[src/logic/isaPkg.sv]
// MIPS instruction encoding
`default_nettype none

package isaPkg;

    // Data and address words
    typedef logic [31:0] word;

    // Register number
    typedef logic [4:0] regAddr;

    // Instruction fields
    typedef logic [15:0] imm16;
    typedef logic [25:0] jumpIndex;
    typedef logic [5:0]  opcode;
    typedef logic [5:0]  funct;

    // Primary opcodes of the supported subset
    localparam opcode opSpecial = 6'h00;
    localparam opcode opJ       = 6'h02;
    localparam opcode opBeq     = 6'h04;
    localparam opcode opOri     = 6'h0d;
    localparam opcode opLui     = 6'h0f;
    localparam opcode opLw      = 6'h23;
    localparam opcode opSw      = 6'h2b;

    // Function codes under opSpecial
    localparam funct fnAddu = 6'h21;
    localparam funct fnSubu = 6'h23;

    // ALU operations
    typedef enum logic [1:0] {
        aluAdd,
        aluSub,
        aluOr,
        aluLui
    } aluOp;

endpackage

`default_nettype wire

[src/logic/fetchStage.sv]
// Instruction fetch stage
`timescale 1ns/1ps
`default_nettype none

module fetchStage #(
    parameter isaPkg::word resetPc = 32'h3000
) (
    input  logic        clk,
    input  logic        rstN,
    input  logic        stall,
    input  logic        branchTaken,
    input  isaPkg::word branchTarget,
    input  isaPkg::word imemData,
    output isaPkg::word imemAddr,
    output isaPkg::word pcD,
    output isaPkg::word instrD
);
    import isaPkg::*;

    word pc;
    word nextPc;

    // Instruction memory answers in the same cycle
    assign imemAddr = pc;

    // Taken beq or j in D redirects, otherwise sequential
    assign nextPc = branchTaken ? branchTarget : pc + 32'd4;

    // PC and F/D both hold on a stall
    always_ff @(posedge clk) begin
        if (!rstN) begin
            pc     <= resetPc;
            pcD    <= '0;
            // All-zero word decodes to no control
            instrD <= '0;
        end else if (!stall) begin
            pc     <= nextPc;
            pcD    <= pc;
            instrD <= imemData;
        end
    end

endmodule

`default_nettype wire

[config.mk]
export PLATFORM = sky130hd
export DESIGN_NAME = fetchStage
export DESIGN_NICKNAME = d
export VERILOG_FILES = /design/src/logic/isaPkg.sv /design/src/logic/fetchStage.sv
export SDC_FILE = /design/constraint.sdc
export NUM_CORES = 1
export LEC_CHECK = 0
export BUFFER_PORTS_ARGS = -buffer_cell sky130_fd_sc_hd__buf_2
export CORE_MARGIN = 8
export CORE_UTILIZATION = 51
export CTS_BUF_LIST = sky130_fd_sc_hd__clkbuf_4 sky130_fd_sc_hd__clkbuf_8
export DETAILED_ROUTE_END_ITERATION = 6
export PLACE_DENSITY = 0.83
export REMOVE_ABC_BUFFERS = 1
export SLEW_MARGIN = 30
export SYNTH_ARGS = -nofsm -noshare
export SYNTH_HDL_FRONTEND = slang
export SYNTH_SLANG_ARGS = --single-unit
[constraint.sdc]
create_clock -name clk -period 2.6 [get_ports clk]
set_clock_uncertainty 0.15 [all_clocks]
set_input_delay 0.13 -clock clk [delete_from_list [all_inputs] [get_ports clk]]
set_output_delay 0.13 -clock clk [all_outputs]
set_load 0.005 [all_outputs]
==> metrics.yaml <==
synthesis:
  synth-edff-count: 0
  yosysMostFrequentCell: "dfxtp_1"
  yosys-top-cells-count: "96 x dfxtp_1, 91 x nor2_1, 70 x mux2i_1, 18 x clkbuf_1, 18 x nand2_1"
  ys_types: 54
  synth_area_leaders: "dfxtp_1 45%, mux2i_1 16%, nor2_1 8.0%, a22oi_1 2.1%, o21ai_0 2.0%"
  syn_avg_cell_area_um2: 9.15
  yosys_warnings: 0
  ys_seq_area_share_pct: 44.8
  synth_top_area_share_pct: 44.8
  ys_ff_latch: 96
  synthFlopType: "dfxtp_1"
  yosysTopAreaCell: "dfxtp_1"
  synth_area_mm2: 0.00429
  syn_inst: 469
  synth_async_sr_flop_share_pct: 0
cells_and_area:
  multiInputGateArea_mm2: 0.00218
  fin_area_mm2: 0.00595
  fin_cells: 785
  drive_gt1_share_pct: 29.7
  ff_latch_area_mm2: 0.00192
  nets: 745
  nFillCells: 607
  n_antenna_cell: 0
  area_growth_pct: 38.6
placed_design:
  dpl.hpwl_um: 9460
  dp_cells: 711
  gp_congestion: 0.887
  portBuffers: 163
  dpl_cell_area_mm2: 0.00515
hold_path:
  min_to: "imemAddr[31]"
  hp-start: "branchTarget[31]"
  whs_path_depth: 3
  hold_class: "input pin to register"
critical_path:
  start_kind: "register"
  path_max_fanout: 8
  worstReg2RegEnd: "imemAddr[12]"
  criticalPathCategory: "register to register"
  r2r_start: "imemAddr[2]"
  arrival_ns: 2.51
  r2r_slack_ns: 0.20
  reg2regPathDepth: 7
  end_kind: "register"
  required_ns: 2.71
outcome:
  outcome: "completed"
cts:
  cts_made_buffers: 9
  clkLatencyLatePin_ns: 0.36
  clock-sinks: 96
  cts_root_buf: "clkbuf_8"
  cts.htree.levels: 3
  clk_pin_slew_worst_paths_ns: 0.10
  clockBufferDepth: 2
  cts_tree: "done"
  post-cts-setup-buffer-count: 0
routing:
  wl_met2_um: 6850
  drtIter0Drc: 190
  wire_per_inst_um: 18.8
  m1WireLength_um: 5680
  dr.max_layer_used: "met4"
  drc_errors: 0
  antenna_left: 0
  vias_per_cell: 5.73
  vias: 4499
  met3WireLength_um: 1900
  first_pass_iters: 6
  routed_wl_um: 14700
die:
  fp.dieW_um: 108
  start_util_pct: 52.5
  core_region_area_mm2: 0.00818
  io_pins: 164
  fp-row-count: 33
  die_h_um: 108
  dieArea_mm2: 0.0116
grt:
  grt_max_degree: 40
  track_usage_pct: 25.2
  first_global_vias: 4620
  antenna_found_initial: 0
  overflow: 0
  grt_first_pass_wirelength_um: 23700
power:
  power_density_mw_per_mm2: 527
  max-vdd-ir-drop_v: 0.000340
  leakagePower_uw: 0.00282
timing:
  slew_violations: 0
  slew_headroom_pct: 63.6
  grt_setup_unrepaired: "no"
  setup_violations: 0
  max_freq_mhz: 417
  final.period_utilization_pct: 92.3
  worst_slew_pin_slew_ns: 0.544
  setup_tns_ns: 0
  hold_viol: 0
  holdWs_ns: 0.0346
  fin_crit_ns: 2.40
flow_run:
  maxCapViolCount: 0
[worst max-delay path: stages (launching register included)]
cell,delay [ns]
dfxtp_1,0.44
ha_1,0.23
and3_1,0.33
nand3_2,0.17
o22a_1,0.22
o22ai_1,0.14
nand2_1,0.06
dlygate4sd3_1,0.56
[power breakdown]
part / internal, µW / total [µW] / leakage, µW / switching, µW
sequential: 1550 / 1620 / 0.000787 / 78.4
clock: 496 / 1020 / 0.000106 / 522
combinational: 254 / 494 / 0.00193 / 240
[state kept, by name, indices dropped and copies added, names as in the netlist]
name	count
pcD	32
imemAddr	32
instrD	32
[metrics by stage]
| stage | power, µW | util, % | setup slack, ns |
|---|---|---|---|
| after floorplan | 1820 | - | 0.578 |
| after global placement | 2040 | 63.0 | 0.610 |
| after detailed placement | 2060 | 63.0 | 0.559 |
| after CTS | 3130 | 72.7 | 0.184 |
| after global routing | 3270 | 72.8 | 0.0248 |
| final | 3140 | 72.8 | 0.201 |
[layer usage]
layer	vias up	global-route usage, %
met5	-	0
met2	280	40.9
met3	32	9.76
met4	0	9.61
met1	2092	29.3
li1	2095	-
[cells in the final DEF, fill, tap and decap left out, drive strengths merged, types with 3 or more instances in the layout]
master / n
buf: 173
dfxtp: 96
nor2: 91
mux2i: 70
dlygate4sd3: 59
nand2: 20
o21ai: 17
a21oi: 16
nand3: 13
a22oi: 12
clkbuf: 11
a31oi: 8
inv: 8
nor3: 7
and3: 7
nand4: 6
nor4: 6
o211ai: 5
and4: 4
o31ai: 4
and2: 4
a211oi: 4
nor2b: 3
xnor2: 3
o211a: 3
o22ai: 3
[worst max-delay path by stage]
| stage | start | end | slack [ns] | cells past startpoint |
|---|---|---|---|---|
| CTS | imemAddr[3] | imemAddr[12] | 0.18 | 7 |
| finish | imemAddr[2] | imemAddr[12] | 0.20 | 7 |
| floorplan | rstN | imemAddr[11] | 0.58 | 3 |
| detailed placement | imemAddr[2] | imemAddr[16] | 0.56 | 6 |
| global placement | imemAddr[2] | imemAddr[16] | 0.61 | 6 |
| global route | imemAddr[2] | imemAddr[12] | 0.02 | 7 |
[cell type report]
| class | instances | area share [%] |
|---|---|---|
| well taps | 105 | 2.21 |
| clock buffers | 11 | 2.55 |
| flip-flops and latches | 96 | 32.3 |
| clock inverters | 4 | 0.883 |
| inverters | 7 | 0.442 |
| repair buffers | 232 | 24.9 |
| multi-input cells | 330 | 36.7 |
[cell families (layout without fill, tap and decap cells)]
| logic type | after synthesis | in the layout | share of synthesized area, % |
|---|---|---|---|
| simple gates | 166 | 166 | 19.0 |
| flops | 96 | 96 | 44.8 |
| compound gates | 89 | 89 | 14.3 |
| mux | 71 | 71 | 16.6 |
| buf+inv | 43 | 254 | 4.52 |
| xor+xnor | 3 | 3 | 0.612 |
| fa+ha+maj | 1 | 1 | 0.291 |
[repair_timing]
action | in CTS | in global routing
hold buffers | 59 | 0
hold endpoints to repair | 58 | 0
resized for setup | 0 | 1
endpoints found under the setup margin | 0 | 1
Note: power is estimated with default switching activity, not from simulation.
