<file path="src/logic/isaPkg.sv">
// MIPS instruction encoding
`default_nettype none

package isaPkg;

    // Data and address words
    typedef logic [31:0] word;

    // Register number
    typedef logic [4:0] regAddr;

    // Instruction fields
    typedef logic [15:0] imm16;
    typedef logic [25:0] jumpIndex;
    typedef logic [5:0]  opcode;
    typedef logic [5:0]  funct;

    // Primary opcodes of the supported subset
    localparam opcode opSpecial = 6'h00;
    localparam opcode opJ       = 6'h02;
    localparam opcode opBeq     = 6'h04;
    localparam opcode opOri     = 6'h0d;
    localparam opcode opLui     = 6'h0f;
    localparam opcode opLw      = 6'h23;
    localparam opcode opSw      = 6'h2b;

    // Function codes under opSpecial
    localparam funct fnAddu = 6'h21;
    localparam funct fnSubu = 6'h23;

    // ALU operations
    typedef enum logic [1:0] {
        aluAdd,
        aluSub,
        aluOr,
        aluLui
    } aluOp;

endpackage

`default_nettype wire

</file>
<file path="src/logic/pipePkg.sv">
// Pipeline stage records
`default_nettype none

package pipePkg;

    // Tuse and Tnew counts in cycles
    typedef logic [1:0] timeCount;

    // Forward source for one operand
    typedef enum logic [1:0] {
        fwdNone,
        fwdFromM,
        fwdFromW
    } fwdSel;

    // Control decoded once in D and carried down the pipe
    typedef struct packed {
        logic           aluSrcImm;
        logic           zeroExt;
        isaPkg::aluOp   aluOp;
        logic           memWrite;
        logic           memToReg;
        // Never set together with writeDest 0
        logic           regWrite;
        isaPkg::regAddr writeDest;
        // Cycles until the result exists
        timeCount       tnew;
    } ctrlBits;

    // D/E register
    typedef struct packed {
        isaPkg::word    pc;
        isaPkg::regAddr rs;
        isaPkg::regAddr rt;
        isaPkg::word    rsVal;
        isaPkg::word    rtVal;
        isaPkg::imm16   imm;
        ctrlBits        ctrl;
    } deStage;

    // E/M register
    typedef struct packed {
        isaPkg::word    pc;
        isaPkg::regAddr rt;
        isaPkg::word    aluResult;
        isaPkg::word    storeVal;
        ctrlBits        ctrl;
    } emStage;

    // M/W register, also the register file write port
    typedef struct packed {
        isaPkg::word    pc;
        isaPkg::word    wbData;
        logic           regWrite;
        isaPkg::regAddr writeDest;
    } mwStage;

    // Operand select between own value and the M or W result
    function automatic isaPkg::word fwdMux(input fwdSel sel, input isaPkg::word own,
                                           input isaPkg::word valM, input isaPkg::word valW);
        case (sel)
            fwdFromM: return valM;
            fwdFromW: return valW;
            default:  return own;
        endcase
    endfunction

endpackage

`default_nettype wire

</file>
<file path="src/logic/executeStage.sv">
// Execute stage
`timescale 1ns/1ps
`default_nettype none

module executeStage (
    input  logic             clk,
    input  logic             rstN,
    input  pipePkg::deStage  deIn,
    input  pipePkg::fwdSel   fwdERs,
    input  pipePkg::fwdSel   fwdERt,
    input  isaPkg::word      fwdValM,
    input  isaPkg::word      wbData,
    output pipePkg::emStage  emOut
);
    import isaPkg::*;
    import pipePkg::*;

    word     opA;
    word     opB;
    word     immExt;
    word     aluB;
    word     aluOut;
    ctrlBits ctrlNext;

    // ori and lui take the raw field, the rest sign-extend
    assign immExt = deIn.ctrl.zeroExt ? {16'h0000, deIn.imm}
                                      : {{16{deIn.imm[15]}}, deIn.imm};

    // Newest value wins, M before W
    assign opA  = fwdMux(fwdERs, deIn.rsVal, fwdValM, wbData);
    assign opB  = fwdMux(fwdERt, deIn.rtVal, fwdValM, wbData);
    assign aluB = deIn.ctrl.aluSrcImm ? immExt : opB;

    always_comb begin
        case (deIn.ctrl.aluOp)
            aluAdd:  aluOut = opA + aluB;
            aluSub:  aluOut = opA - aluB;
            aluOr:   aluOut = opA | aluB;
            default: aluOut = {aluB[15:0], 16'h0000};
        endcase
    end

    // One stage closer to the result, floored at zero
    always_comb begin
        ctrlNext = deIn.ctrl;
        if (ctrlNext.tnew != 2'd0) begin
            ctrlNext.tnew = ctrlNext.tnew - 2'd1;
        end
    end

    always_ff @(posedge clk) begin
        if (!rstN) begin
            emOut <= '0;
        end else begin
            emOut.pc        <= deIn.pc;
            emOut.rt        <= deIn.rt;
            emOut.aluResult <= aluOut;
            // Store data may still be stale, M patches it from W
            emOut.storeVal  <= opB;
            emOut.ctrl      <= ctrlNext;
        end
    end

endmodule

`default_nettype wire

</file>
<file path="config.mk">
export PLATFORM = sky130hd
export DESIGN_NAME = executeStage
export DESIGN_NICKNAME = d
export VERILOG_FILES = /design/src/logic/isaPkg.sv /design/src/logic/pipePkg.sv /design/src/logic/executeStage.sv
export SDC_FILE = /design/constraint.sdc
export NUM_CORES = 1
export LEC_CHECK = 0
export BUFFER_PORTS_ARGS = -buffer_cell sky130_fd_sc_hd__buf_2
export CAP_MARGIN = 20
export CORE_MARGIN = 1
export CORE_UTILIZATION = 40
export CTS_CLUSTER_DIAMETER = 200
export DETAILED_ROUTE_END_ITERATION = 10
export PLACE_DENSITY_LB_ADDON = 0.1
export SLEW_MARGIN = 10
export SYNTH_ARGS = -nofsm -noshare
export SYNTH_HDL_FRONTEND = slang
export SYNTH_SLANG_ARGS = --single-unit
</file>
<file path="constraint.sdc">
create_clock -name clk -period 6.8 [get_ports clk]
set_clock_uncertainty 0.15 [all_clocks]
set_input_delay 0.34 -clock clk [delete_from_list [all_inputs] [get_ports clk]]
set_output_delay 0.34 -clock clk [all_outputs]
set_load 0.03 [all_outputs]
</file>
==> results.sh <==
export IMPL_status="finished clean"
export IMPL_max_cap_violations=0
export IMPL_synthSimpleGateAreaFrac_pct=21.4
export IMPL_p_leak_uw=0.00492
export IMPL_synth_edf_count=0
export IMPL_clockPowerShare_pct=33.3
export IMPL_largestRegisters="emOut (115)"
export IMPL_netlist_top_cells_area="dfxtp_1, ha_1, and2_1"
export IMPL_wirelength_um=30300
export IMPL_cp_end_kind="flop"
export IMPL_wl_per_cell_um=19.6
export IMPL_use_met1_pct=35.8
export IMPL_yosysUniqueCellTypes=70
export IMPL_holdCritPathClass="in -> reg"
export IMPL_period_share_pct=81.4
export IMPL_layout_nets=1550
export IMPL_die_area_mm2=0.0197
export IMPL_placementRows=50
export IMPL_synth_fp_nets=1210
export IMPL_gp_congestion=0.964
export IMPL_min_period_ns=5.54
export IMPL_core_area_mm2=0.0188
export IMPL_place_worst_setup_slack_ns=0.962
export IMPL_seqPwrFrac_pct=27.9
export IMPL_gr_usage_met3_pct=5.68
export IMPL_ys_warnings_count=0
export IMPL_synthTopCellsByCount="dfxtp_1, nand2_1, o21ai_0, a21oi_1, and2_1"
export IMPL_slew_viol_final=0
export IMPL_antenna_found_initial=4
export IMPL_synth_compound_gate_area_share_pct=29.8
export IMPL_gr_total_overflow=0
export IMPL_numCtsBuffers=17
export IMPL_hold_viol=0
export IMPL_power_density_mw_per_mm2=260
export IMPL_layout_cells_non_filler=1550
export IMPL_worstPathCellList="buf_2 -> inv_1 -> ha_1 -> nor2_1 -> a221oi_1 -> buf_4 -> nor2_1 -> nand3_1 -> or3_4 -> o31ai_1 -> xnor2_1 -> ha_1 -> nand4_1 -> nor4_1 -> o2111ai_1 -> and3_1 -> o31a_1 -> a31o_2 -> o21ai_1 -> xnor2_1 -> o21ai_0"
export IMPL_maxSlewHeadroom_pct=29.1
export IMPL_crit_type="in -> reg"
export IMPL_tns_ns=0
export IMPL_grt_pass1_vias=8395
export IMPL_rsz0062_at_grt="false"
export IMPL_cts_tree="built"
export IMPL_critPathArrivalTime_ns=5.68
export IMPL_yosysTopAreaCell="dfxtp_1"
export IMPL_worst_slack_ns=1.26
export IMPL_utilization_pct=55.7
export IMPL_seq_area_mm2=0.00230
export IMPL_yosys_register_bits=115
export IMPL_cp_max_fo=30
export IMPL_yosysSeqAreaShare_pct=30.0
export IMPL_synth_top_family_by_area="compound AO/OA/AOI/OAI gates"
export IMPL_async_reset_ff_share_pct=0
export IMPL_drive_gt1_share_pct=29.7
export IMPL_cp_required_ns=6.94
export IMPL_holdBufCountCts=48
export IMPL_vias=8706
export IMPL_die_height_um=140
export IMPL_io_pins=321
export IMPL_grt_max_degree=40
export IMPL_dp_hpwl_um=23200
export IMPL_cts_setup_buffers=0
export IMPL_track_usage_pct=30.7
export IMPL_critPathMaxStageDelay_ns=0.73
export IMPL_fmaxAchievable_mhz=181
export IMPL_htreeDepth=4
export IMPL_grt_pass1_wl_um=45800
export IMPL_syn_area_per_cell_um2=7.98
export IMPL_port_buffers=315
export IMPL_synth_most_common_cell="dfxtp_1"
export IMPL_syn_to_final_growth_pct=36.5
export IMPL_die_width_um=140
export IMPL_ant_nets=0
export IMPL_grt_met2_usage_pct=53.8
export IMPL_p_sw_uw=1030
export IMPL_synth_ff_type="dfxtp_1"
export IMPL_first_pass_iters=5
export IMPL_internal_power_uw=1680
export IMPL_num_fill_cells=1847
export IMPL_clock_sinks=115
export IMPL_synth_fa_ha_area_share_pct=7.28
export IMPL_vdd_drop_max_mv=0.170
export IMPL_holdWs_ns=0.0333
export IMPL_top_register="emOut"
export IMPL_largest_reg_flops=115
export IMPL_netlist_area_mm2=0.00766
export IMPL_synthMuxAreaShare_pct=0.784
export IMPL_cp_start_kind="input pin"
export IMPL_clockBufferDepth=2
export IMPL_clk_pin_slew_ns=0.06
export IMPL_p_comb_share_pct=38.8
export IMPL_drc=0
export IMPL_tightest_slew_ns=1.06
export IMPL_root_buffer="clkbuf_16"
export IMPL_place_inst=1467
export IMPL_dr_first_iter_drc_count=604
export IMPL_ctsResizeCount=0
export IMPL_swShare_pct=38.0
export IMPL_slowest_stage="nor2_1"
export IMPL_via_per_inst=5.62
export IMPL_start_util_pct=40.8
export IMPL_multiInputGateArea_mm2=0.00501
export IMPL_busiest_layer="met2"
export IMPL_setup_viol=0
export IMPL_synth_top_area_share_pct=30.0
export IMPL_synthCells=960
export IMPL_hold_depth=2
export IMPL_synth_xor_area_share_pct=6.06
==> layout make-up <==
class	count	share of cell area, %
clock inverters	14	1.50
well taps	234	2.80
flip-flops and latches	115	22.0
clock buffers	17	4.07
diodes	4	0.0957
inverters	21	0.754
repair buffers	380	20.9
multi-input cells	765	47.9
==> cell usage in the layout, fill, tap and decap left out, types with 14 or more instances in the layout <==
cell | Yosys | layout
dlygate4sd3_1 | 0 | 48
xor2_1 | 16 | 16
a22oi_1 | 47 | 47
buf_4 | 0 | 17
a31oi_1 | 14 | 14
a21o_1 | 14 | 14
ha_1 | 43 | 43
inv_1 | 19 | 19
nor2b_1 | 19 | 19
clkbuf_16 | 0 | 17
and2_1 | 63 | 63
o21ai_0 | 78 | 78
nor2_1 | 62 | 62
dfxtp_1 | 115 | 115
nand2_1 | 90 | 90
o31ai_1 | 22 | 22
nand2b_1 | 15 | 15
xnor2_1 | 37 | 37
buf_2 | 7 | 315
nor3_1 | 19 | 19
a21oi_1 | 66 | 66
==> cells by family (layout without fill, tap and decap cells) <==
| logic type | count (synthesis) | count (layout) |
|---|---|---|
| other cells | 0 | 4 |
| fa+ha+maj | 44 | 44 |
| buf+inv | 80 | 432 |
| simple gates | 320 | 320 |
| xor+xnor | 53 | 53 |
| flops | 115 | 115 |
| compound gates | 342 | 342 |
| mux | 6 | 6 |
==> worst paths after layout <==
check	from	to	slack (ns)
max	fwdERt[0]	emOut[75]	1.26
min	deIn[12]	emOut[12]	0.03
==> critical path, delay by kind of cell <==
family,cells,cell delay (ns)
AOI/OAI and AO/OA,7,1.47
xor gates and xnor gates,2,0.28
adders and majority gates,2,1.01
buffers and inverters,3,0.35
and+or+nand+nor,7,2.22
==> power groups by stage <==
| stage | combinational (µW) | clock (µW) | sequential (µW) |
|---|---|---|---|
| after floorplan | 582 | 0 | 910 |
| after global placement | 1020 | 0 | 771 |
| after CTS | 1050 | 922 | 758 |
| final | 1050 | 905 | 758 |
| after global routing | 1140 | 950 | 763 |
| after detailed placement | 1020 | 0 | 771 |
==> routing by layer <==
layer	vias to the layer above	part of all wire, %
met3	70	7.0
met1	4052	40
met2	403	49
met5	-	0
li1	4181	-
met4	0	4.0
==> through the flow <==
stage               instance area [µm²]  power, µW
finish                            10500       2720
global route                      10500       2860
CTS                               10400       2720
detailed placement                 9380       1790
global placement                   9380       1790
floorplan                          7660       1490
Power figures use the tool's default switching activity.
