--- config.mk ---
export PLATFORM = sky130hd
export DESIGN_NAME = hazardUnit
export DESIGN_NICKNAME = d
export VERILOG_FILES = /design/src/logic/isaPkg.sv /design/src/logic/pipePkg.sv /design/src/logic/hazardUnit.sv
export SDC_FILE = /design/constraint.sdc
export NUM_CORES = 1
export LEC_CHECK = 0
export BUFFER_PORTS_ARGS = -buffer_cell sky130_fd_sc_hd__clkbuf_2
export CORE_MARGIN = 10
export CORE_UTILIZATION = 27
export DETAILED_ROUTE_END_ITERATION = 10
export GPL_TIMING_DRIVEN = 0
export PLACE_DENSITY = 0.8
export SYNTH_ARGS = -nofsm -noshare
export SYNTH_HDL_FRONTEND = slang
export SYNTH_SLANG_ARGS = --single-unit
--- constraint.sdc ---
create_clock -name vclk -period 1.03
set_input_delay 0.0515 -clock vclk [all_inputs]
set_output_delay 0.0515 -clock vclk [all_outputs]
set_load 0.05 [all_outputs]
--- src/logic/isaPkg.sv ---
// MIPS instruction encoding
`default_nettype none

package isaPkg;

    // Data and address words
    typedef logic [31:0] word;

    // Register number
    typedef logic [4:0] regAddr;

    // Instruction fields
    typedef logic [15:0] imm16;
    typedef logic [25:0] jumpIndex;
    typedef logic [5:0]  opcode;
    typedef logic [5:0]  funct;

    // Primary opcodes of the supported subset
    localparam opcode opSpecial = 6'h00;
    localparam opcode opJ       = 6'h02;
    localparam opcode opBeq     = 6'h04;
    localparam opcode opOri     = 6'h0d;
    localparam opcode opLui     = 6'h0f;
    localparam opcode opLw      = 6'h23;
    localparam opcode opSw      = 6'h2b;

    // Function codes under opSpecial
    localparam funct fnAddu = 6'h21;
    localparam funct fnSubu = 6'h23;

    // ALU operations
    typedef enum logic [1:0] {
        aluAdd,
        aluSub,
        aluOr,
        aluLui
    } aluOp;

endpackage

`default_nettype wire

--- src/logic/pipePkg.sv ---
// Pipeline stage records
`default_nettype none

package pipePkg;

    // Tuse and Tnew counts in cycles
    typedef logic [1:0] timeCount;

    // Forward source for one operand
    typedef enum logic [1:0] {
        fwdNone,
        fwdFromM,
        fwdFromW
    } fwdSel;

    // Control decoded once in D and carried down the pipe
    typedef struct packed {
        logic           aluSrcImm;
        logic           zeroExt;
        isaPkg::aluOp   aluOp;
        logic           memWrite;
        logic           memToReg;
        // Never set together with writeDest 0
        logic           regWrite;
        isaPkg::regAddr writeDest;
        // Cycles until the result exists
        timeCount       tnew;
    } ctrlBits;

    // D/E register
    typedef struct packed {
        isaPkg::word    pc;
        isaPkg::regAddr rs;
        isaPkg::regAddr rt;
        isaPkg::word    rsVal;
        isaPkg::word    rtVal;
        isaPkg::imm16   imm;
        ctrlBits        ctrl;
    } deStage;

    // E/M register
    typedef struct packed {
        isaPkg::word    pc;
        isaPkg::regAddr rt;
        isaPkg::word    aluResult;
        isaPkg::word    storeVal;
        ctrlBits        ctrl;
    } emStage;

    // M/W register, also the register file write port
    typedef struct packed {
        isaPkg::word    pc;
        isaPkg::word    wbData;
        logic           regWrite;
        isaPkg::regAddr writeDest;
    } mwStage;

    // Operand select between own value and the M or W result
    function automatic isaPkg::word fwdMux(input fwdSel sel, input isaPkg::word own,
                                           input isaPkg::word valM, input isaPkg::word valW);
        case (sel)
            fwdFromM: return valM;
            fwdFromW: return valW;
            default:  return own;
        endcase
    endfunction

endpackage

`default_nettype wire

--- src/logic/hazardUnit.sv ---
// Stall and forwarding control
`timescale 1ns/1ps
`default_nettype none

module hazardUnit (
    input  isaPkg::regAddr    rs,
    input  isaPkg::regAddr    rt,
    input  isaPkg::regAddr    rsE,
    input  isaPkg::regAddr    rtE,
    input  isaPkg::regAddr    rtM,
    input  logic              readsRs,
    input  logic              readsRt,
    input  pipePkg::timeCount tuseRs,
    input  pipePkg::timeCount tuseRt,
    input  pipePkg::ctrlBits  ctrlE,
    input  pipePkg::ctrlBits  ctrlM,
    input  pipePkg::mwStage   mwIn,
    output logic              stall,
    output pipePkg::fwdSel    fwdDRs,
    output pipePkg::fwdSel    fwdDRt,
    output pipePkg::fwdSel    fwdERs,
    output pipePkg::fwdSel    fwdERt,
    output pipePkg::fwdSel    fwdMStore
);
    import isaPkg::*;
    import pipePkg::*;

    logic stallRs;
    logic stallRt;

    // Producer still owes its result after the consumer needs it
    function automatic logic isLate(input regAddr src, input timeCount tuse,
                                    input ctrlBits prod);
        return prod.regWrite && prod.writeDest == src && prod.tnew > tuse;
    endfunction

    // Nearest matching producer decides
    // A closer one without a value yet blocks older ones
    function automatic fwdSel pickSrc(input regAddr src, input logic closerHit,
                                      input ctrlBits m, input mwStage w);
        if (closerHit) begin
            return fwdNone;
        end
        if (m.regWrite && m.writeDest == src) begin
            if (m.tnew == 2'd0) begin
                return fwdFromM;
            end
            return fwdNone;
        end
        if (w.regWrite && w.writeDest == src) begin
            return fwdFromW;
        end
        return fwdNone;
    endfunction

    assign stallRs = readsRs && (isLate(rs, tuseRs, ctrlE) || isLate(rs, tuseRs, ctrlM));
    assign stallRt = readsRt && (isLate(rt, tuseRt, ctrlE) || isLate(rt, tuseRt, ctrlM));
    assign stall   = stallRs || stallRt;

    // E has no result to forward, but it may shadow M and W
    assign fwdDRs = pickSrc(rs, ctrlE.regWrite && ctrlE.writeDest == rs, ctrlM, mwIn);
    assign fwdDRt = pickSrc(rt, ctrlE.regWrite && ctrlE.writeDest == rt, ctrlM, mwIn);

    assign fwdERs = pickSrc(rsE, 1'b0, ctrlM, mwIn);
    assign fwdERt = pickSrc(rtE, 1'b0, ctrlM, mwIn);

    // Store data in M only looks back at W
    assign fwdMStore = (mwIn.regWrite && mwIn.writeDest == rtM) ? fwdFromW : fwdNone;

endmodule

`default_nettype wire

==> results of run 1 <==
[kinds of logic after synthesis]
family,after synthesis,share of synthesized area (%)
AO/OA/AOI/OAI,11,7.55
buffers and inverters,14,6.41
other,1,0.427
AND/OR/NAND/NOR,28,19.4
adder cells (fa/ha/maj),8,11.4
XOR/XNOR,55,54.8
[Yosys cell counts]
cell type   n
ha_1        8
a21oi_1     8
nor4b_1     2
clkbuf_1    5
nor4_1      7
buf_4       1
xnor2_1    19
xor2_1     36
conb_1      1
nand3_1     4
a22o_1      3
and4_1      2
nor3_1      8
inv_1       8
and3_1      1
nand4_1     4
[per-layer routing]
metal | vias up | global-route usage, % | part of all wire (%) | wire [um]
met5 | - | 0 | 0 | 0
met4 | 0 | 0 | 0 | 0
met3 | 0 | 2.45 | 7.3 | 267
met2 | 50 | 19.6 | 48 | 1730
met1 | 475 | 15.7 | 45 | 1640
li1 | 529 | - | - | -
[path summary, 6_finish.rpt]
check / start / end / slack (ps) / depth (start not counted)
worst max-delay path: ctrlE[1] / stall / -270 / 7
worst min-delay path: ctrlM[0] / fwdERs[0] / 450 / 3
[metrics by stage]
stage	cell area, um2	std cells	worst slack (ps)
final	1920	224	-274
after global routing	1920	224	-334
after CTS	1850	224	-294
after detailed placement	1450	219	-466
after global placement	1450	219	-469
after floorplan	1100	117	-210
[cell type report]
cell class	count	share of cell area (%)
Multi-Input combinational cell	103	56.7
Timing Repair Buffer	63	33.2
Buffer	6	5.42
Tap cell	44	2.87
Inverter	8	1.83
[repair_timing]
| item | 4_1_cts | 5_1_grt |
|---|---|---|
| setup endpoints to repair | 10 | 10 |
| pin swaps | 33 | 21 |
| setup buffers | 5 | 0 |
| resized for setup | 62 | 27 |
[critical path, delay by kind of cell]
kind / cells / cell delay (ps)
AOI/OAI and AO/OA: 4 / 650
adders and majority gates: 1 / 250
buffers and inverters: 2 / 310
[power groups by stage]
stage               Sequential [mW]  Combinational [mW]  Clock (mW)
floorplan                         0               0.336           0
global placement                  0               0.543           0
detailed placement                0               0.557           0
CTS                               0               0.675           0
global route                      0               0.770           0
finish                            0               0.708           0
==> reports/results.ini, run 1 <==
[power]
cellPowerDensity_mw_per_mm2=369
p_int_uw=377
pwr-share-seq_pct=0
p_leak_nw=0.837
swShare_pct=46.8
peakVddDrop_v=0.000186
clkPwrFrac_pct=0
comb_power_share_pct=100.0
power_uw=708
p_sw_uw=332

[place]
io_buffers=58
gp_congestion=0.840
hpwl_um=3010

[floorplanning]
die_h_um=77.0
fp.dieW_um=77.0
ioPinCount=140
rows=20
dieArea_mm2=0.00593
core_mm2=0.00308
start_util_pct=28.5

[setup_path]
worstPathRequired_ps=980
crit_path_start_kind=primary input
crit_path_cell_trace=buf_2 > ha_4 > a21oi_2 > a21oi_1 > a22o_1 > a22o_4 > clkbuf_16
critPathMaxFanout=2
slowest_delay_ps=250
path_class=in2out
crit_slowest_cell=ha_4
end_kind=output port
crit_arrival_ps=1250

[yosys]
synth_fp_nets=254
avgSynthCellArea_um2=7.51
synthCells=117
synth_top_cell_by_area=xor2_1
yosysUniqueCellTypes=16
syn_area_um2=878
synthTopCellsByArea=xor2_1 36%, xnor2_1 19%, ha_1 11%, nor4_1 5.0%, a21oi_1 4.6%
synth_top_area_share_pct=35.9
ys.warnings.count=0
synth-seq-area-share_pct=0

[route]
drt-pass1-iter-count=4
drt-initial-drc-count=25
viasPerCell=4.71
drcViolationCount=0
final_antenna_net_count=0
wirelength_um=3630
vias=1054
avgRoutedWirePerCell_um=16.2

[finish]
antenna_cells=0
multi_input_area_mm2=0.00109
layout_commonest_cell=xor2_1
syn2layout_area_growth_pct=118
n_fill_cell=261
fin_util_pct=62.3
layout_common_cells=35 x xor2_1, 32 x clkbuf_2, 13 x xnor2_1, 10 x clkbuf_16
layout-drive-gt1-share_pct=55.6
layout.nets=319
n_clock_buffer=0
seq_cells=0
seqCellArea_um2=0

[global_routing]
grt_first_pass_wirelength_um=6020
overflow=0
antenna_found_initial=0
grt_max_degree=7
grt_pass1_vias=1178
grt_usage_pct=11.7

[sta]
period_share_pct=127
timing.final.hold_violations=0
finalSetupViolCount=10
fin_ws_ps=-274
clock.fmax_mhz=767
setup_tns_ps=-1670
fin_crit_ps=1300
rsz0062_at_grt=true
drv_slew=0
hold_ws_ps=450

[clocking]
holdBufCountCts=0

[flow_run]
maxCapViolations=0

[run_status]
violations=setup timing
status=finished with violations

[min_path]
hold_class=in2out

(Power assumes the default switching activity.)
==> run 2: changes to the inputs <==
Settings changed: ABC_AREA set to 1, CORE_UTILIZATION 27 to 31, PLACE_DENSITY 0.8 to 0.82.
==> reports/results.ini, run 2 <==
[sta]
fin_ws_ps=-139
clock.fmax_mhz=855
rsz0062_at_grt=true
drv_slew=0
fin_crit_ps=1170
finalSetupViolCount=8
timing.final.hold_violations=0
setup_tns_ps=-423
period_share_pct=114

[power]
peakVddDrop_v=0.000190
p_leak_nw=1.04
cellPowerDensity_mw_per_mm2=422
pwr-share-seq_pct=0
clkPwrFrac_pct=0
swShare_pct=55.1
p_int_uw=434
power_uw=967
comb_power_share_pct=100.0
p_sw_uw=533

[finish]
syn2layout_area_growth_pct=109
seqCellArea_um2=0
antenna_cells=0
n_fill_cell=250
layout-drive-gt1-share_pct=60.1
stdcell_area_mm2=0.00229
layout_common_cells=43 x nand2_1, 26 x clkbuf_2, 16 x inv_1, 15 x buf_8, 15 x nand2_2
n_clock_buffer=0
layout.nets=410
layout_commonest_cell=nand2_1
seq_cells=0

[yosys]
ys.warnings.count=0
synthTopCellsByCount=60 x nand2_1, 35 x inv_1, 20 x a21oi_1
synth_fp_nets=345
synth_top_area_share_pct=20.5
synth_top_cell_by_area=nand2_1
synth-seq-area-share_pct=0
yosysUniqueCellTypes=27
avgSynthCellArea_um2=5.29
synthCells=208
synthTopCellsByArea=nand2_1 20%, inv_1 12%, xor2_1 9.6%, a21oi_1 9.1%, ha_1 9.1%
synth.most_common_cell=nand2_1
syn_area_mm2=0.00110

[setup_path]
path_class=in2out
crit_arrival_ps=1120
worstPathRequired_ps=980
startpoint=rs[1]
critPathMaxFanout=4
crit_path_start_kind=primary input
end_kind=output port
endpoint=stall

[floorplanning]
fp.dieW_um=79.6
start_util_pct=32.4
core_mm2=0.00339
die_h_um=79.6
rows=21
ioPinCount=140
dieArea_mm2=0.00633

[global_routing]
grt_max_degree=10
overflow=0
met3_usage_pct=3.83
grt_use_met2_pct=22.0
grt_pass1_vias=1545
antenna_found_initial=0
grt_use_met1_pct=15.0
grt_first_pass_wirelength_um=6760
grt_usage_pct=12.5
grt_busiest_layer=met2

[min_path]
hp-start=readsRt
hold_class=in2out

[route]
viasPerCell=5.30
wirelength_um=5570
drt-initial-drc-count=192
drcViolationCount=0
final_antenna_net_count=0
vias=1680
avgRoutedWirePerCell_um=17.6
drt-pass1-iter-count=4

[place]
gp_congestion=0.902
post_dp_cell_area_mm2=0.00154
io_buffers=59
hpwl_um=3690
preCtsSetupSlack_ps=-287

[flow_run]
maxCapViolations=0

[run_status]
status=finished with violations
violations=setup timing

[clocking]
holdBufCountCts=0

run 2: logic make-up after synthesis:
logic type,after synthesis,share of synthesized area (%)
AOI/OAI and AO/OA,35,18.1
and+or+nand+nor,101,41.2
adders and majority gates,8,9.10
other,1,0.341
buffers and inverters,45,17.0
xor gates and xnor gates,18,14.3
run 2: critical path, cell delays in order:
cell	delay, ps
buf_6	100
inv_2	60
nand2_1	90
o21ai_0	100
nor2_1	190
nand3_1	110
nand2_1	90
nand2_2	70
nand2_2	90
clkbuf_16	160
run 2: per-layer routing:
layer / up-vias / share of wire, %
met2: 106 / 49
met1: 758 / 36
met5: - / 0
met3: 26 / 11
met4: 0 / 4.1
li1: 790 / -
run 2: how the worst min path moves through the flow:
stage / to / cells after the start / slack [ps]
detailed placement: stall / 4 / 510
CTS: stall / 4 / 460
floorplan: stall / 2 / 330
global route: stall / 4 / 480
finish: stall / 4 / 450
global placement: stall / 4 / 510
run 2: through the flow:
stage / std cells / utilization (%) / hold slack (ps)
2_1_floorplan: 208 / - / 328
3_3_place_gp: 313 / 45.4 / 512
3_5_place_dp: 313 / 45.4 / 513
4_1_cts: 313 / 53.7 / 461
5_1_grt: 317 / 67.7 / 484
6_report: 317 / 67.7 / 449
run 2: layout make-up:
type | instances | area [um2] | share of cell area (%)
buffer | 5 | 65.1 | 2.84
timing repair buffer | 63 | 597 | 26.0
tap | 46 | 57.6 | 2.51
inverter | 40 | 193 | 8.40
multi-input combinational | 163 | 1380 | 60.2
run 2: power by group through the flow:
stage / sequential [mW] / combinational [mW] / clock, mW
finish: 0 / 0.967 / 0
global route: 0 / 1.03 / 0
CTS: 0 / 0.685 / 0
detailed placement: 0 / 0.581 / 0
global placement: 0 / 0.566 / 0
floorplan: 0 / 0.367 / 0
run 2: timing repair:
item | 4_1_cts | 5_1_grt
pin swaps | 27 | 52
setup buffers | 0 | 4
gates resized for setup | 64 | 139
setup endpoints to repair | 10 | 10
