### src/logic/isaPkg.sv
// MIPS instruction encoding
`default_nettype none

package isaPkg;

    // Data and address words
    typedef logic [31:0] word;

    // Register number
    typedef logic [4:0] regAddr;

    // Instruction fields
    typedef logic [15:0] imm16;
    typedef logic [25:0] jumpIndex;
    typedef logic [5:0]  opcode;
    typedef logic [5:0]  funct;

    // Primary opcodes of the supported subset
    localparam opcode opSpecial = 6'h00;
    localparam opcode opJ       = 6'h02;
    localparam opcode opBeq     = 6'h04;
    localparam opcode opOri     = 6'h0d;
    localparam opcode opLui     = 6'h0f;
    localparam opcode opLw      = 6'h23;
    localparam opcode opSw      = 6'h2b;

    // Function codes under opSpecial
    localparam funct fnAddu = 6'h21;
    localparam funct fnSubu = 6'h23;

    // ALU operations
    typedef enum logic [1:0] {
        aluAdd,
        aluSub,
        aluOr,
        aluLui
    } aluOp;

endpackage

`default_nettype wire

### src/logic/pipePkg.sv
// Pipeline stage records
`default_nettype none

package pipePkg;

    // Tuse and Tnew counts in cycles
    typedef logic [1:0] timeCount;

    // Forward source for one operand
    typedef enum logic [1:0] {
        fwdNone,
        fwdFromM,
        fwdFromW
    } fwdSel;

    // Control decoded once in D and carried down the pipe
    typedef struct packed {
        logic           aluSrcImm;
        logic           zeroExt;
        isaPkg::aluOp   aluOp;
        logic           memWrite;
        logic           memToReg;
        // Never set together with writeDest 0
        logic           regWrite;
        isaPkg::regAddr writeDest;
        // Cycles until the result exists
        timeCount       tnew;
    } ctrlBits;

    // D/E register
    typedef struct packed {
        isaPkg::word    pc;
        isaPkg::regAddr rs;
        isaPkg::regAddr rt;
        isaPkg::word    rsVal;
        isaPkg::word    rtVal;
        isaPkg::imm16   imm;
        ctrlBits        ctrl;
    } deStage;

    // E/M register
    typedef struct packed {
        isaPkg::word    pc;
        isaPkg::regAddr rt;
        isaPkg::word    aluResult;
        isaPkg::word    storeVal;
        ctrlBits        ctrl;
    } emStage;

    // M/W register, also the register file write port
    typedef struct packed {
        isaPkg::word    pc;
        isaPkg::word    wbData;
        logic           regWrite;
        isaPkg::regAddr writeDest;
    } mwStage;

    // Operand select between own value and the M or W result
    function automatic isaPkg::word fwdMux(input fwdSel sel, input isaPkg::word own,
                                           input isaPkg::word valM, input isaPkg::word valW);
        case (sel)
            fwdFromM: return valM;
            fwdFromW: return valW;
            default:  return own;
        endcase
    endfunction

endpackage

`default_nettype wire

### src/logic/instrDecoder.sv
// Instruction decoder
`timescale 1ns/1ps
`default_nettype none

module instrDecoder (
    input  isaPkg::word       instr,
    output pipePkg::ctrlBits  ctrl,
    output logic              readsRs,
    output logic              readsRt,
    output logic              isBeq,
    output logic              isJump,
    output pipePkg::timeCount tuseRs,
    output pipePkg::timeCount tuseRt
);
    import isaPkg::*;

    opcode op;
    funct  fn;

    assign op = instr[31:26];
    assign fn = instr[5:0];

    always_comb begin
        // Unknown codes fall through with everything cleared
        ctrl    = '0;
        readsRs = 1'b0;
        readsRt = 1'b0;
        isBeq   = 1'b0;
        isJump  = 1'b0;
        tuseRs  = 2'd0;
        tuseRt  = 2'd0;
        case (op)
            opSpecial: begin
                if (fn == fnAddu || fn == fnSubu) begin
                    ctrl.aluOp     = (fn == fnSubu) ? aluSub : aluAdd;
                    ctrl.regWrite  = 1'b1;
                    ctrl.writeDest = instr[15:11];
                    ctrl.tnew      = 2'd1;
                    readsRs        = 1'b1;
                    readsRt        = 1'b1;
                    tuseRs         = 2'd1;
                    tuseRt         = 2'd1;
                end
            end
            opOri, opLui: begin
                ctrl.aluSrcImm = 1'b1;
                ctrl.zeroExt   = 1'b1;
                ctrl.aluOp     = (op == opLui) ? aluLui : aluOr;
                ctrl.regWrite  = 1'b1;
                ctrl.writeDest = instr[20:16];
                ctrl.tnew      = 2'd1;
                // lui ignores rs
                readsRs        = (op == opOri);
                tuseRs         = 2'd1;
            end
            opLw: begin
                ctrl.aluSrcImm = 1'b1;
                ctrl.memToReg  = 1'b1;
                ctrl.regWrite  = 1'b1;
                ctrl.writeDest = instr[20:16];
                // Data exists only after the memory stage
                ctrl.tnew      = 2'd2;
                readsRs        = 1'b1;
                tuseRs         = 2'd1;
            end
            opSw: begin
                ctrl.aluSrcImm = 1'b1;
                ctrl.memWrite  = 1'b1;
                readsRs        = 1'b1;
                readsRt        = 1'b1;
                tuseRs         = 2'd1;
                // Store data needed only in M
                tuseRt         = 2'd2;
            end
            opBeq: begin
                // Compared in D, so no slack at all
                isBeq   = 1'b1;
                readsRs = 1'b1;
                readsRt = 1'b1;
            end
            opJ: isJump = 1'b1;
            default: ;
        endcase
        // Writes to register 0 are dropped here once
        if (ctrl.writeDest == '0) begin
            ctrl.regWrite = 1'b0;
        end
    end

endmodule

`default_nettype wire

### src/logic/regFile.sv
// General purpose register file
`timescale 1ns/1ps
`default_nettype none

module regFile (
    input  logic           clk,
    input  logic           rstN,
    input  logic           wbEn,
    input  isaPkg::regAddr rs,
    input  isaPkg::regAddr rt,
    input  isaPkg::regAddr wbAddr,
    input  isaPkg::word    wbData,
    output isaPkg::word    rsVal,
    output isaPkg::word    rtVal
);
    import isaPkg::*;

    word regs [32];

    always_ff @(posedge clk) begin
        if (!rstN) begin
            for (int i = 0; i < 32; i++) begin
                regs[i] <= '0;
            end
        end else if (wbEn && wbAddr != '0) begin
            regs[wbAddr] <= wbData;
        end
    end

    // W-stage write shows up in the same cycle's read
    assign rsVal = (wbEn && wbAddr != '0 && wbAddr == rs) ? wbData : regs[rs];
    assign rtVal = (wbEn && wbAddr != '0 && wbAddr == rt) ? wbData : regs[rt];

endmodule

`default_nettype wire

### src/logic/decodeStage.sv
// Decode stage with branch resolution
`timescale 1ns/1ps
`default_nettype none

module decodeStage (
    input  logic              clk,
    input  logic              rstN,
    input  logic              stall,
    input  isaPkg::word       instrD,
    input  isaPkg::word       pcD,
    input  isaPkg::word       fwdValM,
    input  isaPkg::word       wbData,
    input  pipePkg::fwdSel    fwdDRs,
    input  pipePkg::fwdSel    fwdDRt,
    input  logic              wbEn,
    input  isaPkg::regAddr    wbAddr,
    output isaPkg::regAddr    rs,
    output isaPkg::regAddr    rt,
    output logic              readsRs,
    output logic              readsRt,
    output pipePkg::timeCount tuseRs,
    output pipePkg::timeCount tuseRt,
    output logic              branchTaken,
    output isaPkg::word       branchTarget,
    output pipePkg::deStage   deOut
);
    import isaPkg::*;
    import pipePkg::*;

    ctrlBits  ctrl;
    logic     isBeq;
    logic     isJump;
    word      rsRaw;
    word      rtRaw;
    word      rsVal;
    word      rtVal;
    word      pcPlus4;
    imm16     imm;
    jumpIndex index;

    assign rs    = instrD[25:21];
    assign rt    = instrD[20:16];
    assign imm   = instrD[15:0];
    assign index = instrD[25:0];

    instrDecoder decoder (
        .instr   (instrD),
        .ctrl    (ctrl),
        .readsRs (readsRs),
        .readsRt (readsRt),
        .isBeq   (isBeq),
        .isJump  (isJump),
        .tuseRs  (tuseRs),
        .tuseRt  (tuseRt)
    );

    regFile regs (
        .clk    (clk),
        .rstN   (rstN),
        .wbEn   (wbEn),
        .rs     (rs),
        .rt     (rt),
        .wbAddr (wbAddr),
        .wbData (wbData),
        .rsVal  (rsRaw),
        .rtVal  (rtRaw)
    );

    // Comparator operands, also what D/E captures
    assign rsVal = fwdMux(fwdDRs, rsRaw, fwdValM, wbData);
    assign rtVal = fwdMux(fwdDRt, rtRaw, fwdValM, wbData);

    // Targets are relative to the delay slot
    assign pcPlus4      = pcD + 32'd4;
    assign branchTaken  = isJump || (isBeq && rsVal == rtVal);
    assign branchTarget = isJump ? {pcPlus4[31:28], index, 2'b00}
                                 : pcPlus4 + {{14{imm[15]}}, imm, 2'b00};

    // Stall sends a bubble down while F/D holds
    always_ff @(posedge clk) begin
        if (!rstN || stall) begin
            deOut <= '0;
        end else begin
            deOut.pc    <= pcD;
            deOut.rs    <= rs;
            deOut.rt    <= rt;
            deOut.rsVal <= rsVal;
            deOut.rtVal <= rtVal;
            deOut.imm   <= imm;
            deOut.ctrl  <= ctrl;
        end
    end

endmodule

`default_nettype wire

### config.mk
export PLATFORM = sky130hd
export DESIGN_NAME = decodeStage
export DESIGN_NICKNAME = d
export VERILOG_FILES = /design/src/logic/isaPkg.sv /design/src/logic/pipePkg.sv /design/src/logic/instrDecoder.sv /design/src/logic/regFile.sv /design/src/logic/decodeStage.sv
export SDC_FILE = /design/constraint.sdc
export NUM_CORES = 2
export LEC_CHECK = 0
export BUFFER_PORTS_ARGS = -buffer_cell sky130_fd_sc_hd__buf_2
export CAP_MARGIN = 20
export CORE_ASPECT_RATIO = 1.1
export CORE_MARGIN = 5
export CORE_UTILIZATION = 60
export DETAILED_ROUTE_END_ITERATION = 6
export GPL_TIMING_DRIVEN = 1
export PLACE_DENSITY = 0.78
export SYNTH_ARGS = -nofsm -noshare
export SYNTH_HDL_FRONTEND = slang
export SYNTH_SLANG_ARGS = --single-unit
### constraint.sdc
create_clock -name clk -period 6.3 [get_ports clk]
set_input_delay 0.945 -clock clk [delete_from_list [all_inputs] [get_ports clk]]
set_output_delay 0.945 -clock clk [all_outputs]
set_load 0.02 [all_outputs]
==> impl_metrics.csv <==
group,metric,value,unit
clocking,cts_buffer_depth,3,
grt,antenna_found_initial,43,
floorplan,std_cell_rows,123,
yosys,synth_common_cells,"1024 x edfxtp_1, 899 x and2_1, 515 x mux4_2",
grt,grt_max_degree,56,
power,pwr-share-seq,46.3,%
drt,vias,45991,
grt,grt_usage,42.2,%
sta,slew_headroom,19.6,%
clocking,clk_pin_slew_worst_paths,0.06,ns
placement,portBuffers,324,
yosys,async_reset_ff_share,0,%
yosys,netlist_area,61300,µm²
floorplan,die_h,345,µm
clocking,ctsResizeCount,2,
yosys,yosys.area.top_type,"edfxtp_1",
power,combPwrFrac,15.8,%
floorplan,coreArea,102000,µm²
drt,vias_per_cell,7.41,
placement,dp_hpwl,157,mm
grt,gr-total-overflow,0,
sta,period_needed,6.44,ns
drt,drc,156,
sta,finalHoldViolations,0,
placement,dp_cells,5955,
drt,final_antenna_net_count,0,
clocking,cts-root-buf,"clkbuf_16",
power,ir_drop,0.239,mV
cells_and_area,synthToLayoutAreaGrowth,14.2,%
clocking,cts_buffers,117,
run_status,outcome,"complete, but fails checks",
power,power_per_cell_area,277,nW/µm²
worst_setup_path,worstPathArrival,5.49,ns
yosys,syn_avg_cell_area,14.0,µm²
grt,grt_pass1_vias,44677,
drt,dr.pass1.iters,7,
drt,routedWlPerCell,37.6,µm
drt,wl,233,mm
yosys,yosysMostFrequentCell,"edfxtp_1",
sta,setup_slack,-0.138,ns
power,p_int,14.1,mW
run,maxCapViolations,0,
power,p_leak,24.9,nW
sta,worst_pin_slew,1.21,ns
drt,first_iter_violations,9422,
sta,rsz0062_at_grt,"no",
yosys,ys.flop_type,"edfxtp_1",
power,power.switching,5.27,mW
hold_path,hold_path_class,"primary input to register",
placement,gp_congestion,1.11,
yosys,yosysWarnings,0,
yosys,yosysSeqAreaShare,54.6,%
yosys,synth_edf_count,1024,
clocking,postCtsHoldBufs,0,
sta,finalSetupTns,-0.138,ns
yosys,netlist_instances,4380,
yosys,synth_area_leaders,"edfxtp_1 50%, mux4_2 19%, and2_1 9.2%",
sta,max_freq,155,MHz
worst_setup_path,endpoint_kind,"output pin",
yosys,synth.distinct_cells,66,
grt,grt_pass1_wl,326,mm
cells_and_area,fin_util,68.7,%
cells_and_area,finalNetCount,4881,
floorplan,dieArea,109000,µm²
worst_setup_path,cp_max_fo,7,
worst_setup_path,critical_path_class,"primary input to output pin",
floorplan,fp.dieW,315,µm
sta,post-route-period-util,102,%
sta,fin_skew,0.0316,ns
clocking,clk_latency,0.72,ns
sta,slew_violations,0,
worst_setup_path,critical_path_required,5.35,ns
yosys,synth_seq_cells,1160,
clocking,cts_tree,"yes",
cells_and_area,instances_no_fill,6204,
cells_and_area,fillCellCount,6740,
cells_and_area,drive_gt1_share,29.3,%
run_status,violations,"DRC, setup timing",
power,p_sw_share,27.1,%
power,p_clk_share,37.9,%
sta,setup_violations,1,
clocking,h-tree-depth,3,
floorplan,io-pin-count,326,
yosys,netlist.area_leader.share,50.1,%
floorplan,start_util,60.2,%
worst_setup_path,worstSetupStartpointType,"primary input",
clocking,clkSinkCount,1160,
clocking,post-cts-setup-buffer-count,0,
## critical path: stages
cell      delay [ns]
buf_2           0.23
nor2_1          0.48
nand2_1         0.63
o22ai_1         0.78
nor4_1          0.09
o221ai_1        0.52
xnor2_1         0.20
nand4_1         0.16
nor4_2          0.50
buf_4           0.20
nand3_1         0.10
o21ai_1         0.39
buf_2           0.25
## cell usage in the layout (no fill, tap or decap), types with 15 or more instances in the layout
| cell type | synthesis | layout |
|---|---|---|
| a222oi_1 | 16 | 16 |
| nor2_2 | 0 | 16 |
| xor2_1 | 33 | 33 |
| o21ai_0 | 73 | 42 |
| mux4_2 | 515 | 515 |
| dfxtp_1 | 136 | 136 |
| conb_1 | 1 | 33 |
| ha_1 | 39 | 37 |
| diode_2 | 0 | 27 |
| buf_2 | 47 | 318 |
| clkbuf_1 | 289 | 15 |
| a21oi_1 | 60 | 58 |
| clkinv_2 | 0 | 19 |
| and2_1 | 899 | 898 |
| nand3_1 | 32 | 30 |
| mux2i_1 | 78 | 78 |
| o22ai_1 | 92 | 90 |
| clkbuf_8 | 0 | 18 |
| buf_12 | 0 | 20 |
| nor4_1 | 22 | 20 |
| nand4_1 | 32 | 32 |
| buf_4 | 48 | 247 |
| nor2_1 | 196 | 164 |
| xnor2_1 | 61 | 59 |
| a221o_1 | 28 | 28 |
| o21ai_4 | 0 | 31 |
| nor3_1 | 182 | 181 |
| o221ai_1 | 26 | 26 |
| clkbuf_16 | 0 | 129 |
| inv_1 | 29 | 26 |
| edfxtp_1 | 1024 | 1024 |
| nor2_4 | 0 | 16 |
| nand2_1 | 123 | 122 |
| a22oi_1 | 75 | 74 |
| a221oi_1 | 20 | 20 |
## registers in the layout (all words and copies together), names as in the netlist
signal     flops
deOut        136
regs.regs   1024
## logic make-up after synthesis
kind of cell / share of synthesized area (%)
compound gates: 5.49
buf+inv: 3.28
mux: 20.3
flops: 54.6
simple gates: 14.1
other cells: 0.00612
fa+ha+maj: 0.828
xor+xnor: 1.34
## layout make-up
class	instances	area, µm²	area share (%)
Inverter	31	116	0.166
Multi-Input combinational cell	2800	26600	38.0
Tap cell	1375	1720	2.46
Clock buffer	162	3530	5.05
Sequential cell	1160	33500	47.8
Antenna cell	27	67.6	0.0965
Clock inverter	59	559	0.799
Timing Repair Buffer	590	3950	5.64
## power by group through the flow
stage / logic (mW) / clock network [mW] / registers, mW
3_5_place_dp: 2.88 / 0 / 9.13
4_1_cts: 2.89 / 7.33 / 8.98
2_1_floorplan: 1.65 / 0 / 9.12
5_1_grt: 3.08 / 7.67 / 9.02
3_3_place_gp: 2.85 / 0 / 9.09
6_report: 3.06 / 7.36 / 9.00
## per-layer routing
metal	track usage [%]	share of wire (%)	vias to the layer above
met4	25.0	8.3	20
li1	-	-	17550
met5	0.713	0.091	-
met3	18.6	18	1252
met2	62.2	43	4797
met1	52.0	31	22372
## final timing paths
kind / end / depth (start not counted) / slack, ns / from
worst max-delay path: branchTaken / 13 / -0.14 / instrD[24]
worst min-delay path: deOut[105] / 2 / 0.44 / pcD[1]
worst max register to register: deOut[58] / 7 / 3.44 / regs.regs[31][28]
worst min register to register: deOut[40] / 6 / 1.14 / regs.regs[18][10]
## through the flow
step / area [µm²] / worst slack, ns / hold WS [ns] / power (mW)
6_report: 70000 / -0.138 / 0.436 / 19.4
5_1_grt: 70000 / 0.0701 / 0.446 / 19.8
4_1_cts: 69800 / 0.175 / 0.404 / 19.2
3_5_place_dp: 65700 / -0.0600 / 1.09 / 12.0
3_3_place_gp: 65700 / -0.165 / 1.05 / 11.9
2_1_floorplan: 61400 / 1.16 / 0.871 / 10.8
No activity file was read; power rests on OpenSTA's default activity.
